==> src/save_policy.sv <==
`timescale 1ns/1ns
`default_nettype none

module save_policy (
	input  wire  clk_sys,
	input  wire  arst_n,
	input  wire  cpu_we,
	input  wire  img_mounted,
	input  wire  img_readonly,
	input  wire  img_present,
	input  wire  cart_download,
	input  wire  osd_open,
	input  wire  autosave_en,
	input  wire  load_cmd,
	input  wire  save_cmd,
	input  wire  busy,
	output logic start_load,
	output logic start_save,
	output logic save_pending
);

	logic enable;   // Writable image mounted
	logic dl_q;
	logic osd_q;
	logic dl_rise;
	logic dl_fall;
	logic osd_rise;

	assign dl_rise  = cart_download & ~dl_q;
	assign dl_fall  = dl_q & ~cart_download;
	assign osd_rise = osd_open & ~osd_q;

	always_ff @(posedge clk_sys or negedge arst_n) begin
		if (!arst_n) begin
			dl_q         <= 1'b0;
			osd_q        <= 1'b0;
			enable       <= 1'b0;
			save_pending <= 1'b0;
			start_load   <= 1'b0;
			start_save   <= 1'b0;
		end else begin
			dl_q  <= cart_download;
			osd_q <= osd_open;

			// Save image is mounted during the cartridge download
			if (cart_download && img_mounted && !img_readonly)
				enable <= 1'b1;
			else if (dl_rise)
				enable <= 1'b0;

			// Console writes with the menu closed mark the RAM dirty
			if (enable && !osd_open && cpu_we)
				save_pending <= 1'b1;
			else if (busy)
				save_pending <= 1'b0;

			// Single-cycle starts, dropped while a transfer runs
			start_save <= enable & ~busy &
				(save_cmd | (osd_rise & autosave_en & save_pending));
			start_load <= enable & ~busy & (load_cmd | (dl_fall & img_present));
		end
	end

endmodule

`default_nettype wire

==> config.mk <==
export PLATFORM = sky130hd
export DESIGN_NAME = save_policy
export DESIGN_NICKNAME = d
export VERILOG_FILES = /design/src/save_policy.sv
export SDC_FILE = /design/constraint.sdc
export NUM_CORES = 1
export LEC_CHECK = 0
export BUFFER_PORTS_ARGS = -buffer_cell sky130_fd_sc_hd__buf_2
export CAP_MARGIN = 20
export CORE_AREA = 3 3 40 42
export CTS_CLUSTER_DIAMETER = 120
export DETAILED_ROUTE_END_ITERATION = 16
export DIE_AREA = 0 0 43 45
export PLACE_DENSITY = 0.51
export SYNTH_ARGS = -nofsm -noshare
export SYNTH_HDL_FRONTEND = slang
export SYNTH_SLANG_ARGS = --single-unit
==> constraint.sdc <==
create_clock -name clk_sys -period 0.8 [get_ports clk_sys]
set_input_delay 0.08 -clock clk_sys [delete_from_list [all_inputs] [get_ports clk_sys]]
set_output_delay 0.08 -clock clk_sys [all_outputs]
set_load 0.005 [all_outputs]
==> flow_summary.yaml <==
die:
  core_area_sq_um: 1280
  die_y_um: 45
  boundaryPins: 15
  rows: 13
  start_util: 0.175
  fp.dieW_um: 43
  die-area_sq_um: 1940
timing:
  rsz0062_at_grt: "true"
  timing.final.crit_share: 1.01
  min_period_ps: 810
  tns_ps: -13.5
  layout_setup_ws_ps: -10.3
  final_max_slew_viol_count: 0
  hold_viol_final: 0
  slew_headroom: 0.910
  fmax_mhz: 1230
  fin_skew_ps: 1.50
  finalSetupViolations: 2
  tightest_slew_ps: 133
  whs_ps: 56.4
worst_setup_path:
  path_buf_inv: 1
  crit_type: "reg2out"
  crit_slowest_cell: "dfrtp_1"
  arrival_ps: 730
  crit_chain: "buf_2"
  worstSetupEndpointType: "output port"
  path_max_fanout: 2
  slowest_delay_ps: 370
  critPathLaunchType: "flip-flop"
  path_depth: 1
  reg2reg_depth: 3
  cp_top_family: "flip-flops"
  cp.required_ps: 720
route:
  drtAntennaViolNets: 0
  vias_per_cell: 3.70
  wl_met1_um: 275
  drc: 0
  top_layer_used: "met3"
  route.met3.wl_um: 93
  routed-wl-met2_um: 191
  wl_per_cell_um: 9.98
  drt_wl_total_um: 559
  dr.pass1.iters: 2
  drt-initial-drc-count: 1
  vias: 207
synthesis:
  synth_area_leaders: "dfrtp_1, nand3b_1, nand2b_1"
  ys_ff_latch: 6
  syn_nets: 31
  avgSynthCellArea_sq_um: 11.9
  ys_seq_area_frac: 0.667
  synth_top_area_cell: "dfrtp_1"
  syn_inst: 19
  synth.distinct_cells: 9
  syn_area_sq_um: 225
  synth_top_area_share: 0.667
  yosys_warnings: 0
clock_tree:
  htree_levels: 1
  clock_path_buffers: 2
  clockRootBuffer: "clkbuf_4"
  cts-resized-gates: 0
  cts_tree: "yes"
  clkTransAtPathRegs_ps: 40
  clkSinkCount: 6
  clk_latency_ps: 240
  numCtsBuffers: 3
global_route:
  grt_pass1_wl_um: 979
  grt_use_total: 0.0746
  grt_max_degree: 7
  antenna_found_initial: 0
  gr-total-overflow: 0
  first_global_vias: 240
final_layout:
  diodes: 0
  final_common_cell: "buf_2"
  nNetsFinal: 55
  nFillCells: 142
  drive_above_1_share: 0.439
  fin_cells: 56
  mostFrequentLayoutCells: "buf_2, dfrtp_1, dlygate4sd3_1"
  syn_to_final_growth_pct: 70.6
place:
  io_buffers: 14
  dp.cells: 48
  gp_congestion: 0.659
power_and_ir_drop:
  power.density_nw_per_um2: 1820
  p_int_mw: 0.554
  clkPwrFrac: 0.383
  p_leak_nw: 0.200
  peakVddDrop_uv: 519
  swShare: 0.208
  p_sw_mw: 0.146
  pwr-share-comb: 0.136
  seq_power_share: 0.481
status:
  violations: "setup timing"
  run_status: "complete, but fails checks"
hold_path:
  hold-path-cell-count: 2
  hold_path_class: "in2reg"
job:
  drv_cap: 0
==> synth_stat cells <==
cell,count
o21ai_0,1
inv_1,3
dfrtp_1,6
a21oi_1,2
nand4b_1,1
nand3b_1,2
o2bb2ai_1,1
nand2_1,1
nand2b_1,2
==> worst paths after layout <==
| check | start | end | slack, ps |
|---|---|---|---|
| worst max-delay path | save_pending | save_pending | -10 |
| worst min-delay path | busy | save_pending | 60 |
| worst max register to register | save_pending | start_save | 50 |
| worst min register to register | osd_q | start_save | 510 |
| max in group asynchronous | arst_n | osd_q | 460 |
| min in group asynchronous | arst_n | save_pending | 200 |
==> state kept, by name (all words and copies together) (netlist names) <==
| signal | cells |
|---|---|
| start_load | 1 |
| start_save | 1 |
| dl_q | 1 |
| osd_q | 1 |
| enable | 1 |
| save_pending | 1 |
==> per-stage QoR <==
step	instance area (sq um)	power, mW	utilization	setup slack (ps)
5_1_grt	384	0.765	0.299	-52.9
6_report	384	0.700	0.299	-10.3
2_1_floorplan	225	0.365	-	97.6
4_1_cts	384	0.724	0.299	-30.1
3_3_place_gp	314	0.416	0.244	76.2
3_5_place_dp	314	0.417	0.244	72.4
==> what timing repair did <==
action                     in CTS  in global routing
hold endpoints to repair        9                  0
pin swaps                       0                  2
hold buffers                    4                  0
buffers inserted                1                  0
setup endpoints to repair       2                  4
==> power groups by stage <==
| stage | Clock, mW | Sequential, mW | Combinational [mW] |
|---|---|---|---|
| after floorplan | 0 | 0.342 | 0.0230 |
| after global placement | 0 | 0.343 | 0.0737 |
| after detailed placement | 0 | 0.343 | 0.0736 |
| after CTS | 0.290 | 0.337 | 0.0974 |
| after global routing | 0.316 | 0.339 | 0.110 |
| final | 0.268 | 0.337 | 0.0953 |
==> cells by family after synthesis <==
family,Yosys count,synth area share
AO/OA/AOI/OAI,4,0.106
buffers and inverters,3,0.0500
AND/OR/NAND/NOR,6,0.178
flip-flops,6,0.667
==> final cells by class <==
cell class | instances | area [sq um] | share of cell area
sequential | 6 | 150 | 0.391
clock buffer | 3 | 22.5 | 0.0586
inverter | 3 | 11.3 | 0.0293
multi-input combinational | 10 | 63.8 | 0.166
tap | 15 | 18.8 | 0.0489
timing repair buffer | 19 | 118 | 0.306
==> per-layer routing <==
| layer | vias to the layer above | global-route usage |
|---|---|---|
| met2 | 15 | 0.0898 |
| li1 | 108 | - |
| met4 | 0 | 0.0723 |
| met3 | 0 | 0.0398 |
| met5 | - | 0 |
| met1 | 84 | 0.0909 |
Power figures use the tool's default switching activity.
