## config.mk

```make
export PLATFORM = sky130hd
export DESIGN_NAME = format_writer
export DESIGN_NICKNAME = d
export VERILOG_FILES = /design/src/bram_pkg.sv /design/src/format_writer.sv
export SDC_FILE = /design/constraint.sdc
export NUM_CORES = 1
export LEC_CHECK = 0
export ABC_CLOCK_PERIOD_IN_PS = 1800
export BUFFER_PORTS_ARGS = -buffer_cell sky130_fd_sc_hd__buf_2
export CORE_AREA = 8 8 45 47
export DETAILED_ROUTE_END_ITERATION = 12
export DIE_AREA = 0 0 53 55
export PLACE_DENSITY = 0.7
export SKIP_LAST_GASP = 1
export SLEW_MARGIN = 25
export SYNTH_ARGS = -nofsm -noshare
export SYNTH_HDL_FRONTEND = slang
export SYNTH_SLANG_ARGS = --single-unit
```

## constraint.sdc

```tcl
create_clock -name clk_sys -period 1.8 [get_ports clk_sys]
set_clock_uncertainty 0.2 [all_clocks]
set_input_delay 0.18 -clock clk_sys [delete_from_list [all_inputs] [get_ports clk_sys]]
set_output_delay 0.18 -clock clk_sys [all_outputs]
set_load 0.02 [all_outputs]
```

## src/bram_pkg.sv

```systemverilog
`default_nettype none

package bram_pkg;

	// ==============================
	// Widths and sizes
	// ==============================
	localparam int CPU_ADDR_W   = 11;
	localparam int BYTE_W       = 8;
	localparam int WORD_W       = 16;
	localparam int LBA_W        = 4;
	localparam int BUF_ADDR_W   = 8;
	localparam int RAM_ADDR_W   = LBA_W + BUF_ADDR_W;
	localparam int RAM_DEPTH    = 1 << RAM_ADDR_W; // Entries per byte bank
	localparam int SECTOR_COUNT = 16;
	localparam int HEADER_WORDS = 4;
	localparam int HDR_IDX_W    = $clog2(HEADER_WORDS);

	typedef logic [CPU_ADDR_W-1:0] cpu_addr_t;
	typedef logic [BYTE_W-1:0]     byte_t;
	typedef logic [WORD_W-1:0]     word_t;
	typedef logic [LBA_W-1:0]      lba_t;
	typedef logic [BUF_ADDR_W-1:0] buf_addr_t;
	typedef logic [RAM_ADDR_W-1:0] ram_addr_t;  // {lba, word index}
	typedef logic [HDR_IDX_W-1:0]  hdr_idx_t;

	// Empty save image signature
	localparam word_t format_header [HEADER_WORDS] = '{
		16'h5548, 16'h4D42, 16'h8800, 16'h8010
	};

	// ==============================
	// Bundles
	// ==============================
	typedef struct packed {
		cpu_addr_t addr;
		byte_t     wdata;
		logic      we;
	} cpu_bram_t;

	typedef struct packed {
		buf_addr_t buff_addr;
		word_t     buff_dout;
		logic      buff_wr;
		logic      ack;
	} host_buf_t;

	typedef struct packed {
		lba_t lba;
		logic rd;  // Load sector from host
		logic wr;  // Save sector to host
	} storage_req_t;

	typedef enum logic [1:0] {
		ST_IDLE,
		ST_REQUEST,
		ST_TRANSFER,
		ST_NEXT
	} save_state_t;

endpackage

`default_nettype wire

```

## src/format_writer.sv

```systemverilog
`timescale 1ns/1ns
`default_nettype none

module format_writer (
	input  wire                  clk_sys,
	input  wire                  arst_n,
	input  wire                  format_cmd,
	output logic                 fmt_we,
	output bram_pkg::ram_addr_t  fmt_addr,
	output bram_pkg::word_t      fmt_data
);

	localparam bram_pkg::hdr_idx_t LAST_IDX =
		bram_pkg::hdr_idx_t'(bram_pkg::HEADER_WORDS - 1);

	logic               active;
	bram_pkg::hdr_idx_t idx;

	// ==============================
	// Header word counter
	// ==============================
	always_ff @(posedge clk_sys or negedge arst_n) begin
		if (!arst_n) begin
			active <= 1'b0;
			idx    <= '0;
		end else if (format_cmd) begin
			// A new command restarts from word 0
			active <= 1'b1;
			idx    <= '0;
		end else if (active) begin
			idx <= idx + 1'b1;
			if (idx == LAST_IDX)
				active <= 1'b0;  // Done after the last word
		end
	end

	// One port-B write per active cycle
	assign fmt_we   = active;
	assign fmt_addr = bram_pkg::ram_addr_t'(idx);
	assign fmt_data = bram_pkg::format_header[idx];

endmodule

`default_nettype wire

```

==> summary.md <==
| Metric | Value |
|---|---|
| Status | finished, final reports clean |
| Clock sinks | 3 |
| Seq/Total Area, Yosys | approximately a quarter |
| Slew Limit Fails | 0 |
| Clk pwr share | about 26% |
| RSZ-0062 raised after global routing | false |
| # fillers | between 150 and 200 |
| Most Used Layer, Global Route | met3 |
| Remaining global-route overflow | 0 |
| Post-synth top flop | dfrtp_1 |
| Post-Syn Instances | 36 |
| Post-synth EDFFs | 0 |
| Antenna violations before repair | 0 |
| Vias per cell | roughly 3.2 |
| Final core utilization | around a quarter |
| Site Rows | 14 |
| Gp weighted congestion | about 0.7 |
| Setup crit start kind | flip-flop |
| HPWL after DPL | roughly 610 um |
| Root Driver | clkbuf_4 |
| Worst vdd ir | 0.393 mV |
| Final WL | approximately 700 um |
| Synth Area in Simple Gates | approximately 2.3% |
| Synth area leader | buf_4 |
| Worst setup EP type | output port |
| Met2 Usage GRT | under 10% |
| Die area | between 2000 and 3000 um2 |
| DRT iter0 DRCs | 6 |
| # setup viols final | 0 |
| Final min period | around 1.6 ns |
| Combinational family with the most area after synthesis | buffers and inverters |
| Synth Area in Adders | around an eighth |
| DRC errors left | 0 |
| Die Wd | 53 um |
| Max-cap viol count | 0 |
| P&R area growth vs syn | 12.5% |
| F_max | ~630 MHz |
| Met1 Usage GRT | under 10% |
| Register bit total from synthesis | 3 |
| Drt first pass iters | 4 |
| Internal power | between 0.0002 and 0.00025 W |
| Post-synthesis mux area share | 3.13% |
| TritonCTS Buffers | 3 |
| Post-synthesis instance area | 320 um2 |
| Final TNS setup | 0 ns |
| Final hold violations | 0 |
| Clock latency on the worst-skew pair | about 0.23 ns |
| ANT cells | 0 |
| Power density cells | between 1000 and 1500 nW/um2 |
| Proportion of layout cells with a drive suffix above 1 | between 30 and 40% |
| Final instance count without filler cells | 67 |
| CTS tree | done |
| Floorplan core area | between 1000 and 1500 um2 |
| Max FO, Critical Path | 6 |
| Final period utilization | about nine tenths |
| # IOs | 32 |
| Wire length of the first global-routing pass | about 950 um |
| Vias in the first global route | about 200 |
| Via count | ~220 |
| Static leakage | ~0.22 nW |
| Comb power frac | between 50% and 60% |
| Synth warnings | 0 |
| Met3 usage | between 6 and 7% |
| Starting Density | a little under a quarter |
| Top cells by area, synth | buf_4 (49%), dfrtp_1 (23%), ha_1 (12%) |
| Cell with the most instances after synthesis | buf_4 |
| Chip Height | 55 um |
| Pin count of the biggest net entering global routing | 7 |
| Nets | 58 |
| Post-synth top area share | roughly 49% |
| Post-route ant nets | 0 |
| Wire per inst | roughly 10 um |
| Post-synthesis compound-gate area fraction | 2.73% |
| Placed cell count | just over 60 |
| HP Class | input port to async pin |
| Total power draw | roughly 0.00046 W |
| H-tree Lvls | 1 |
| NetSw | roughly 0.00023 W |
| Mapped Avg Cell Area | between 8 and 9 um2 |
| Post-synth ARST share | 100% |
| Setup CP Type | flip-flop to output port |
| Sw frac | 49.2% |
| IO Port Bufs | 15 |
| Deepest clock path buffer count | 2 |
| Clock transition at the registers of the reported paths | 0.04 ns |
| Required time worst endpoint | 1.42 ns |
| Distinct cell type count after synthesis | 9 |
| Xor/xnor cell area share of the yosys netlist | 2.73% |
| Crit path DAT | between 1 and 1.5 ns |
| Register share of total power | 20.6% |
| Overall Global Routing Usage | around 5.0% |
| Commonest cells in the netlist | buf_4 (21), dfrtp_1 (3), ha_1 (3), inv_1 (3), nor2_1 (2) |
## routing by layer
layer | routed length [um] | part of all wire [%]
met1 | 211 | 30
met5 | 0 | 0
met2 | 314 | 45
met3 | 170 | 24
met4 | 0 | 0
## logic make-up (layout without fill, tap and decap cells)
logic type | Yosys count | count (layout)
other cells | 1 | 16
compound gates | 1 | 1
flops | 3 | 3
buf+inv | 24 | 24
xor+xnor | 1 | 1
fa+ha+maj | 3 | 3
simple gates | 2 | 2
mux | 1 | 1
## power groups by stage
stage,clock network (W),logic (W),registers [W]
4_1_cts,0.000127,0.000253,0.0000958
2_1_floorplan,0,0.000226,0.000109
3_5_place_dp,0,0.000249,0.0000965
3_3_place_gp,0,0.000242,0.0000951
5_1_grt,0.000134,0.000270,0.0000980
6_report,0.000119,0.000249,0.0000955
## path summary, 6_finish.rpt
kind | startpoint | slack (ns) | to | cells past startpoint
worst max-delay path | idx[1]$_DFFE_PN0P_ | 0.20 | fmt_data[11] | 3
worst min register to register | fmt_we$_DFF_PN0_ | 0.41 | fmt_we$_DFF_PN0_ | 1
max in group asynchronous | arst_n | 1.22 | idx[1]$_DFFE_PN0P_ | 2
worst min-delay path | arst_n | 0.07 | fmt_we$_DFF_PN0_ | 2
min in group clk_sys | fmt_we$_DFF_PN0_ | 0.41 | fmt_we$_DFF_PN0_ | 1
worst max register to register | idx[1]$_DFFE_PN0P_ | 0.45 | idx[1]$_DFFE_PN0P_ | 4
## what timing repair did
item / 4_1_cts / 5_1_grt
resized for setup: 0 / 0
buffers inserted: 0 / 0
endpoints found under the hold margin: 6 / 0
hold buffers: 2 / 0
## critical path, stage by stage (launching register included)
cell,delay [ns]
dfrtp_1,0.40
inv_1,0.15
ha_1,0.27
buf_2,0.17
## per-stage QoR
stage | setup slack, ns | hold slack (ns) | area (um2)
after floorplan | 0.172 | -0.316 | 377
after global routing | 0.110 | 0.0570 | 360
final | 0.202 | 0.0713 | 360
after detailed placement | 0.438 | -0.217 | 314
after global placement | 0.482 | -0.223 | 314
after CTS | 0.181 | 0.0595 | 360
## flip-flops by register name, indices dropped and copies added (netlist names)
signal  count
idx         2
fmt_we      1
## final cells by class
class                   count  area [um2]  share of cell area, %
multi-input cells          24         133                   36.8
clock buffers               4        26.3                   7.29
well taps                  16        20.0                   5.56
flip-flops and latches      3        75.1                   20.8
inverters                   3        11.3                   3.12
repair buffers             17        95.1                   26.4
## placed cells by master (no fill, tap or decap)
cell type       n
dlygate4sd3_1   2
clkbuf_1        1
mux2i_1         1
conb_1         16
inv_1           3
xnor2_1         1
a21o_2          1
nor2_1          2
ha_1            3
clkbuf_4        3
dfrtp_1         3
buf_2          15
Power figures use the tool's default switching activity.
