===== src/bram_pkg.sv =====
`default_nettype none

package bram_pkg;

	// ==============================
	// Widths and sizes
	// ==============================
	localparam int CPU_ADDR_W   = 11;
	localparam int BYTE_W       = 8;
	localparam int WORD_W       = 16;
	localparam int LBA_W        = 4;
	localparam int BUF_ADDR_W   = 8;
	localparam int RAM_ADDR_W   = LBA_W + BUF_ADDR_W;
	localparam int RAM_DEPTH    = 1 << RAM_ADDR_W; // Entries per byte bank
	localparam int SECTOR_COUNT = 16;
	localparam int HEADER_WORDS = 4;
	localparam int HDR_IDX_W    = $clog2(HEADER_WORDS);

	typedef logic [CPU_ADDR_W-1:0] cpu_addr_t;
	typedef logic [BYTE_W-1:0]     byte_t;
	typedef logic [WORD_W-1:0]     word_t;
	typedef logic [LBA_W-1:0]      lba_t;
	typedef logic [BUF_ADDR_W-1:0] buf_addr_t;
	typedef logic [RAM_ADDR_W-1:0] ram_addr_t;  // {lba, word index}
	typedef logic [HDR_IDX_W-1:0]  hdr_idx_t;

	// Empty save image signature
	localparam word_t format_header [HEADER_WORDS] = '{
		16'h5548, 16'h4D42, 16'h8800, 16'h8010
	};

	// ==============================
	// Bundles
	// ==============================
	typedef struct packed {
		cpu_addr_t addr;
		byte_t     wdata;
		logic      we;
	} cpu_bram_t;

	typedef struct packed {
		buf_addr_t buff_addr;
		word_t     buff_dout;
		logic      buff_wr;
		logic      ack;
	} host_buf_t;

	typedef struct packed {
		lba_t lba;
		logic rd;  // Load sector from host
		logic wr;  // Save sector to host
	} storage_req_t;

	typedef enum logic [1:0] {
		ST_IDLE,
		ST_REQUEST,
		ST_TRANSFER,
		ST_NEXT
	} save_state_t;

endpackage

`default_nettype wire


===== src/save_fsm.sv =====
`timescale 1ns/1ns
`default_nettype none

module save_fsm (
	input  wire                     clk_sys,
	input  wire                     arst_n,
	input  wire                     start_load,
	input  wire                     start_save,
	input  wire                     ack,
	output bram_pkg::storage_req_t  req,
	output logic                    busy,
	output logic                    loading
);

	localparam bram_pkg::lba_t LAST_LBA =
		bram_pkg::lba_t'(bram_pkg::SECTOR_COUNT - 1);

	bram_pkg::save_state_t state;
	logic                  ack_q;
	logic                  ack_rise;
	logic                  ack_fall;

	// ==============================
	// Handshake edges
	// ==============================
	always_ff @(posedge clk_sys or negedge arst_n) begin
		if (!arst_n)
			ack_q <= 1'b0;
		else
			ack_q <= ack;
	end

	assign ack_rise = ack & ~ack_q;
	assign ack_fall = ack_q & ~ack;

	// Any state but idle holds the transfer
	assign busy = (state != bram_pkg::ST_IDLE);

	// ==============================
	// Sector sequencer
	// ==============================
	always_ff @(posedge clk_sys or negedge arst_n) begin
		if (!arst_n) begin
			state   <= bram_pkg::ST_IDLE;
			req     <= '0;
			loading <= 1'b0;
		end else begin
			case (state)
				bram_pkg::ST_IDLE: begin
					// Load wins if both arrive together
					if (start_load || start_save) begin
						req.lba <= '0;
						req.rd  <= start_load;
						req.wr  <= !start_load;
						loading <= start_load;
						state   <= bram_pkg::ST_REQUEST;
					end
				end

				bram_pkg::ST_REQUEST: begin
					// Host has taken the sector
					if (ack_rise) begin
						req.rd <= 1'b0;
						req.wr <= 1'b0;
						state  <= bram_pkg::ST_TRANSFER;
					end
				end

				bram_pkg::ST_TRANSFER: begin
					if (ack_fall)
						state <= bram_pkg::ST_NEXT;  // Sector finished
				end

				bram_pkg::ST_NEXT: begin
					if (req.lba == LAST_LBA) begin
						loading <= 1'b0;
						state   <= bram_pkg::ST_IDLE;
					end else begin
						req.lba <= req.lba + 1'b1;
						req.rd  <= loading;
						req.wr  <= !loading;
						state   <= bram_pkg::ST_REQUEST;
					end
				end

				default: begin
					state <= bram_pkg::ST_IDLE;
				end
			endcase
		end
	end

endmodule

`default_nettype wire


===== config.mk =====
export PLATFORM = sky130hd
export DESIGN_NAME = save_fsm
export DESIGN_NICKNAME = d
export VERILOG_FILES = /design/src/bram_pkg.sv /design/src/save_fsm.sv
export SDC_FILE = /design/constraint.sdc
export NUM_CORES = 1
export LEC_CHECK = 0
export ABC_AREA = 0
export BUFFER_PORTS_ARGS = -buffer_cell sky130_fd_sc_hd__buf_4
export CAP_MARGIN = 20
export CORE_AREA = 2 2 39 41
export DETAILED_ROUTE_END_ITERATION = 8
export DIE_AREA = 0 0 41 43
export PLACE_DENSITY = 0.7
export SETUP_SLACK_MARGIN = 0.2
export SLEW_MARGIN = 20
export SYNTH_ARGS = -nofsm -noshare
export SYNTH_HDL_FRONTEND = slang
export SYNTH_SLANG_ARGS = --single-unit

===== constraint.sdc =====
create_clock -name clk_sys -period 2.4 [get_ports clk_sys]
set_clock_uncertainty 0.1 [all_clocks]
set_input_delay 0.72 -clock clk_sys [delete_from_list [all_inputs] [get_ports clk_sys]]
set_output_delay 0.72 -clock clk_sys [all_outputs]
set_load 0.1 [all_outputs]

==> flow_summary_export.csv, run 1 <==
group,metric,value,unit
run_status,status,"complete, no violations",
floorplanning,row_count,14,
clocking,clock-root-buffer,"clkbuf_4",
floorplanning,die_w,41,um
drt,routed_wl,1.10,mm
critical_path,required,1580,ps
synth,yosysWarnings,0,
drt,drt_iter0_markers,3,
timing,tightest_slew,312,ps
synth,syn_nets,74,
synth,ys_types,22,
critical_path,arrival,1260,ps
global_routing,grt_antenna_before_repair,0,
placement,dpl.hpwl,846,um
finish,antennaDiodeCount,0,
timing,fmax,481,MHz
floorplanning,core_area,0.00138,sq mm
clocking,numCtsBuffers,3,
floorplanning,pin_count,13,
synth,netlist_area,613,sq um
timing,timing.final.hold_violations,0,
timing,tns,0,ps
global_routing,grt_max_degree,11,
timing,maxSlewViolCount,0,
clocking,clkTransAtPathRegs,70,ps
global_routing,grt_pass1_vias,464,
clocking,cts_tree,"built",
clocking,cts_max_path_buffers,2,
clocking,cts_hold_buf,0,
placement,numPortBuffers,12,
critical_path,crit_path_end_kind,"primary output",
finish,syn_to_final_growth,25.5,%
finish,drive_above_1_share,31.2,%
synth,netlist_instances,62,
timing,slew_headroom,79.2,%
clocking,post_cts_buffers,0,
floorplanning,die_y,43,um
drt,wire_per_inst,11.8,um
global_routing,grt.total_usage,16.5,%
clocking,cts.repair.resized,1,
timing,setup_viol,0,
timing,rsz0062_at_grt,"false",
finish,fillCellCount,115,
drt,postRouteAntennaNets,0,
run,maxCapViolCount,0,
global_routing,grt_pass1_wl,1.94,mm
placement,gp_congestion,0.802,
clocking,htree_levels,1,
critical_path,cp_max_fo,5,
critical_path,startpoint_type,"register",
floorplanning,start_util,44.3,%
timing,post-route-period-util,86.6,%
synth,synth_area_per_cell,9.89,sq um
critical_path,worstSetupPathType,"reg -> out",
drt,firstDrtPassIters,3,
synth,ys_seq_area_share,40.8,%
clocking,clkLatencyLatePin,270,ps
clocking,clock-sinks,10,
drt,drc,0,
timing,fin_crit,2080,ps
floorplanning,die-area,0.00176,sq mm
drt,vias,467,
worst_hold_path,hp-class,"in -> async",
finish,nNetsFinal,90,
synth,synth_seq_cells,10,
drt,viasPerCell,5.02,
global_routing,grt_overflow,0,
==> placed cells by master (no fill, tap or decap), drive strengths merged <==
master | Yosys | routed
and3b | 1 | 1
mux2i | 1 | 1
a221oi | 1 | 1
buf | 1 | 12
and4b | 1 | 1
nor3 | 1 | 1
a22o | 1 | 1
ha | 7 | 7
clkbuf | 0 | 4
nor2 | 5 | 5
inv | 5 | 5
a32o | 1 | 1
mux2 | 2 | 2
nand2b | 3 | 3
nand2 | 7 | 7
o21ai | 6 | 6
nand3 | 2 | 2
dfrtp | 10 | 10
nor3b | 1 | 1
a21oi | 5 | 5
nand4 | 1 | 1
==> area by class of cell <==
cell class,instances,area (sq um),share of cell area (%)
multi-input combinational,46,342,44.4
sequential,10,250,32.5
timing repair buffer,12,103,13.3
clock buffer,4,36.3,4.72
tap,16,20.0,2.60
inverter,5,18.8,2.44
==> logic make-up after synthesis <==
logic type      count (synthesis)  share of synthesized area, %
fa+ha+maj                       7                          14.3
mux                             3                          5.92
flops                          10                          40.8
buf+inv                         6                          3.88
compound gates                 14                          14.5
simple gates                   22                          20.6
==> critical path: stages, from the launching register on <==
cell and delay (ps):
dfrtp_1 440, inv_2 110, ha_2 200, inv_1 70
buf_12 160
==> registers in the layout, summed over array words and instances (netlist names) <==
name and flops:
req 6, ack_q 1, state 2, loading 1
==> metrics by stage <==
stage | worst slack [ps] | cell area, sq um | util (%) | hold WS [ps] | instances
final | 321 | 769 | 55.6 | 165 | 93
after detailed placement | 461 | 718 | 51.9 | 411 | 89
after global placement | 478 | 718 | 51.9 | 402 | 89
after floorplan | 238 | 613 | - | 324 | 62
after CTS | 235 | 758 | 54.8 | 163 | 93
after global routing | 249 | 769 | 55.6 | 166 | 93
==> per-layer routing <==
layer / part of all wire [%] / vias up / global-route usage (%) / wire length [um]
met2: 45 / 12 / 22.8 / 495
li1: - / 247 / - / -
met1: 49 / 208 / 21.9 / 542
met4: 0 / 0 / 8.00 / 0
met3: 5.4 / 0 / 6.28 / 59
met5: 0 / - / 0 / 0
==> final timing paths <==
| kind | start | endpoint | slack [ps] | depth (start not counted) |
|---|---|---|---|---|
| worst min-delay path | arst_n | req[0]$_DFFE_PN0P_ | 160 | 1 |
| max in group asynchronous | arst_n | req[3]$_DFFE_PN0P_ | 1890 | 1 |
| min in group clk_sys | req[0]$_DFFE_PN0P_ | req[0]$_DFFE_PN0P_ | 420 | 2 |
| worst max register to register | state[1]$_DFFE_PN0P_ | req[1]$_DFFE_PN0P_ | 590 | 6 |
| worst max-delay path | state[1]$_DFFE_PN0P_ | busy | 320 | 4 |
| worst min register to register | req[0]$_DFFE_PN0P_ | req[0]$_DFFE_PN0P_ | 420 | 2 |
==> Yosys cell counts, drive strengths merged <==
cell	number	area, sq um
nand2b	3	18.8
nand3	2	10.0
and3b	1	12.5
o21ai	6	30.0
mux2i	1	10.0
a21oi	5	25.0
nor3	1	5.00
dfrtp	10	250
a22o	1	8.76
and4b	1	10.0
mux2	2	26.3
a32o	1	10.0
nand2	7	26.3
nand4	1	6.26
buf	1	5.00
inv	5	18.8
nor3b	1	18.8
nor2	5	18.8
a221oi	1	15.0
ha	7	87.6
Power of run 1 is not shown: default switching activity piles up to over one toggle a cycle in this logic, so the estimate is an artifact.
==> inputs of run 2 (changes only) <==
--- a/config.mk
+++ b/config.mk
@@ -11,7 +11,7 @@
 export CORE_AREA = 2 2 39 41
 export DETAILED_ROUTE_END_ITERATION = 8
 export DIE_AREA = 0 0 41 43
-export PLACE_DENSITY = 0.7
+export PLACE_DENSITY_LB_ADDON = 0.25
 export SETUP_SLACK_MARGIN = 0.2
 export SLEW_MARGIN = 20
 export SYNTH_ARGS = -nofsm -noshare
==> flow_summary_export.csv, run 2 (synthesis results as in run 1) <==
group,metric,value,unit
clocking,cts_hold_buf,0,
clocking,numCtsBuffers,3,
global_routing,grt_antenna_before_repair,0,
global_routing,grt_overflow,0,
placement,numPortBuffers,12,
clocking,cts_max_path_buffers,2,
run,maxCapViolCount,0,
floorplanning,start_util,44.3,%
floorplanning,die_w,41,um
finish,drive_above_1_share,27.6,%
timing,rsz0062_at_grt,"false",
finish,antennaDiodeCount,0,
critical_path,crit_path_end_kind,"primary output",
timing,tightest_slew,318,ps
clocking,cts_tree,"built",
floorplanning,pin_count,13,
timing,tns,0,ps
timing,fmax,473,MHz
finish,nNetsFinal,90,
timing,slew_headroom,78.8,%
drt,wire_per_inst,12.1,um
critical_path,r2r_slack,530,ps
global_routing,grt_max_degree,11,
drt,vias,481,
floorplanning,die_y,43,um
finish,largest_register_ffs,6,
timing,fin_crit,2110,ps
finish,regMostFlops,"req",
finish,utilization,54.2,%
finish,syn_to_final_growth,22.4,%
global_routing,grt_pass1_vias,464,
critical_path,crit_top_cell,"inv_1",
critical_path,slowest_stage,"dfrtp_1",
finish,design_area,751,sq um
placement,placed_area,718,sq um
clocking,clkTransAtPathRegs,60,ps
clocking,clock-sinks,10,
drt,drt_iter0_markers,7,
critical_path,worstSetupPathType,"reg -> out",
critical_path,path_delay_family,"flip-flops",
placement,dp.cells,89,
finish,finalNonFillerCells,92,
finish,final_common_cell,"buf_4",
clocking,clkLatencyLatePin,260,ps
finish,top_regs,"req: 6 flops, state: 2 flops",
timing,setup_viol,0,
global_routing,grt.total_usage,15.6,%
timing,maxSlewViolCount,0,
drt,routed_wl,1.11,mm
timing,timing.final.hold_violations,0,
floorplanning,core_area,0.00138,sq mm
run_status,status,"complete, no violations",
critical_path,rr_endpoint,"req[1]$_DFFE_PN0P_",
critical_path,rr_worst_depth,6,
drt,drc,0,
placement,dpl.hpwl,898,um
finish,final_cell_mix,"buf_4, dfrtp_1, nand2_1",
critical_path,required,1580,ps
drt,postRouteAntennaNets,0,
timing,post-route-period-util,88.1,%
clocking,clock-root-buffer,"clkbuf_4",
critical_path,r2r-start,"state[0]$_DFFE_PN0P_",
drt,firstDrtPassIters,4,
placement,gp_congestion,0.729,
critical_path,startpoint_type,"register",
critical_path,cp_max_fo,5,
clocking,htree_levels,1,
global_routing,grt_pass1_wl,1.86,mm
floorplanning,row_count,14,
critical_path,arrival,1290,ps
critical_path,path_buf_inv,3,
critical_path,path_cells,"inv_1 -> ha_2 -> inv_1 -> buf_8",
drt,viasPerCell,5.23,
critical_path,max_stage_delay,410,ps
floorplanning,die-area,0.00176,sq mm
worst_hold_path,hp-class,"in -> async",
-- run 2: worst register-to-register path, stage by stage, from the launching register on --
cell	delay (ps)
dfrtp_1	410
inv_1	160
ha_2	230
nor3b_4	300
a21oi_1	70
and3b_4	200
mux2_4	290
-- run 2: cell type report --
| class | count | area, sq um |
|---|---|---|
| clock buffer | 3 | 22.5 |
| fill | 124 | 633 |
| inverter | 5 | 18.8 |
| multi-input combinational | 46 | 342 |
| sequential | 10 | 250 |
| tap | 16 | 20.0 |
| timing repair buffer | 12 | 97.6 |
-- run 2: per-layer routing --
metal | global-route usage [%] | wire length [um] | vias to the layer above
met4 | 8.00 | 12 | 0
li1 | - | - | 246
met3 | 4.71 | 49 | 2
met5 | 0 | 0 | -
met2 | 21.3 | 494 | 9
met1 | 21.5 | 554 | 224
-- run 2: worst max-delay path by stage --
stage,startpoint,endpoint,cells after the start
finish,state[0]$_DFFE_PN0P_,busy,4
global route,state[0]$_DFFE_PN0P_,busy,4
CTS,state[0]$_DFFE_PN0P_,busy,4
detailed placement,start_load,req[1]$_DFFE_PN0P_,5
global placement,start_load,req[1]$_DFFE_PN0P_,5
floorplan,req[3]$_DFFE_PN0P_,req[1]$_DFFE_PN0P_,4
-- run 2: metrics by stage --
stage	worst slack (ps)	hold slack (ps)
2_1_floorplan	238	324
3_3_place_gp	483	403
3_5_place_dp	463	415
4_1_cts	212	182
5_1_grt	200	178
6_report	285	181
-- run 2: timing repair --
| item | 4_1_cts | 5_1_grt |
|---|---|---|
| buffers inserted | 0 | 0 |
| resized for setup | 0 | 3 |
| setup endpoints to repair | 0 | 1 |
Power of run 2 is left out for the same reason.
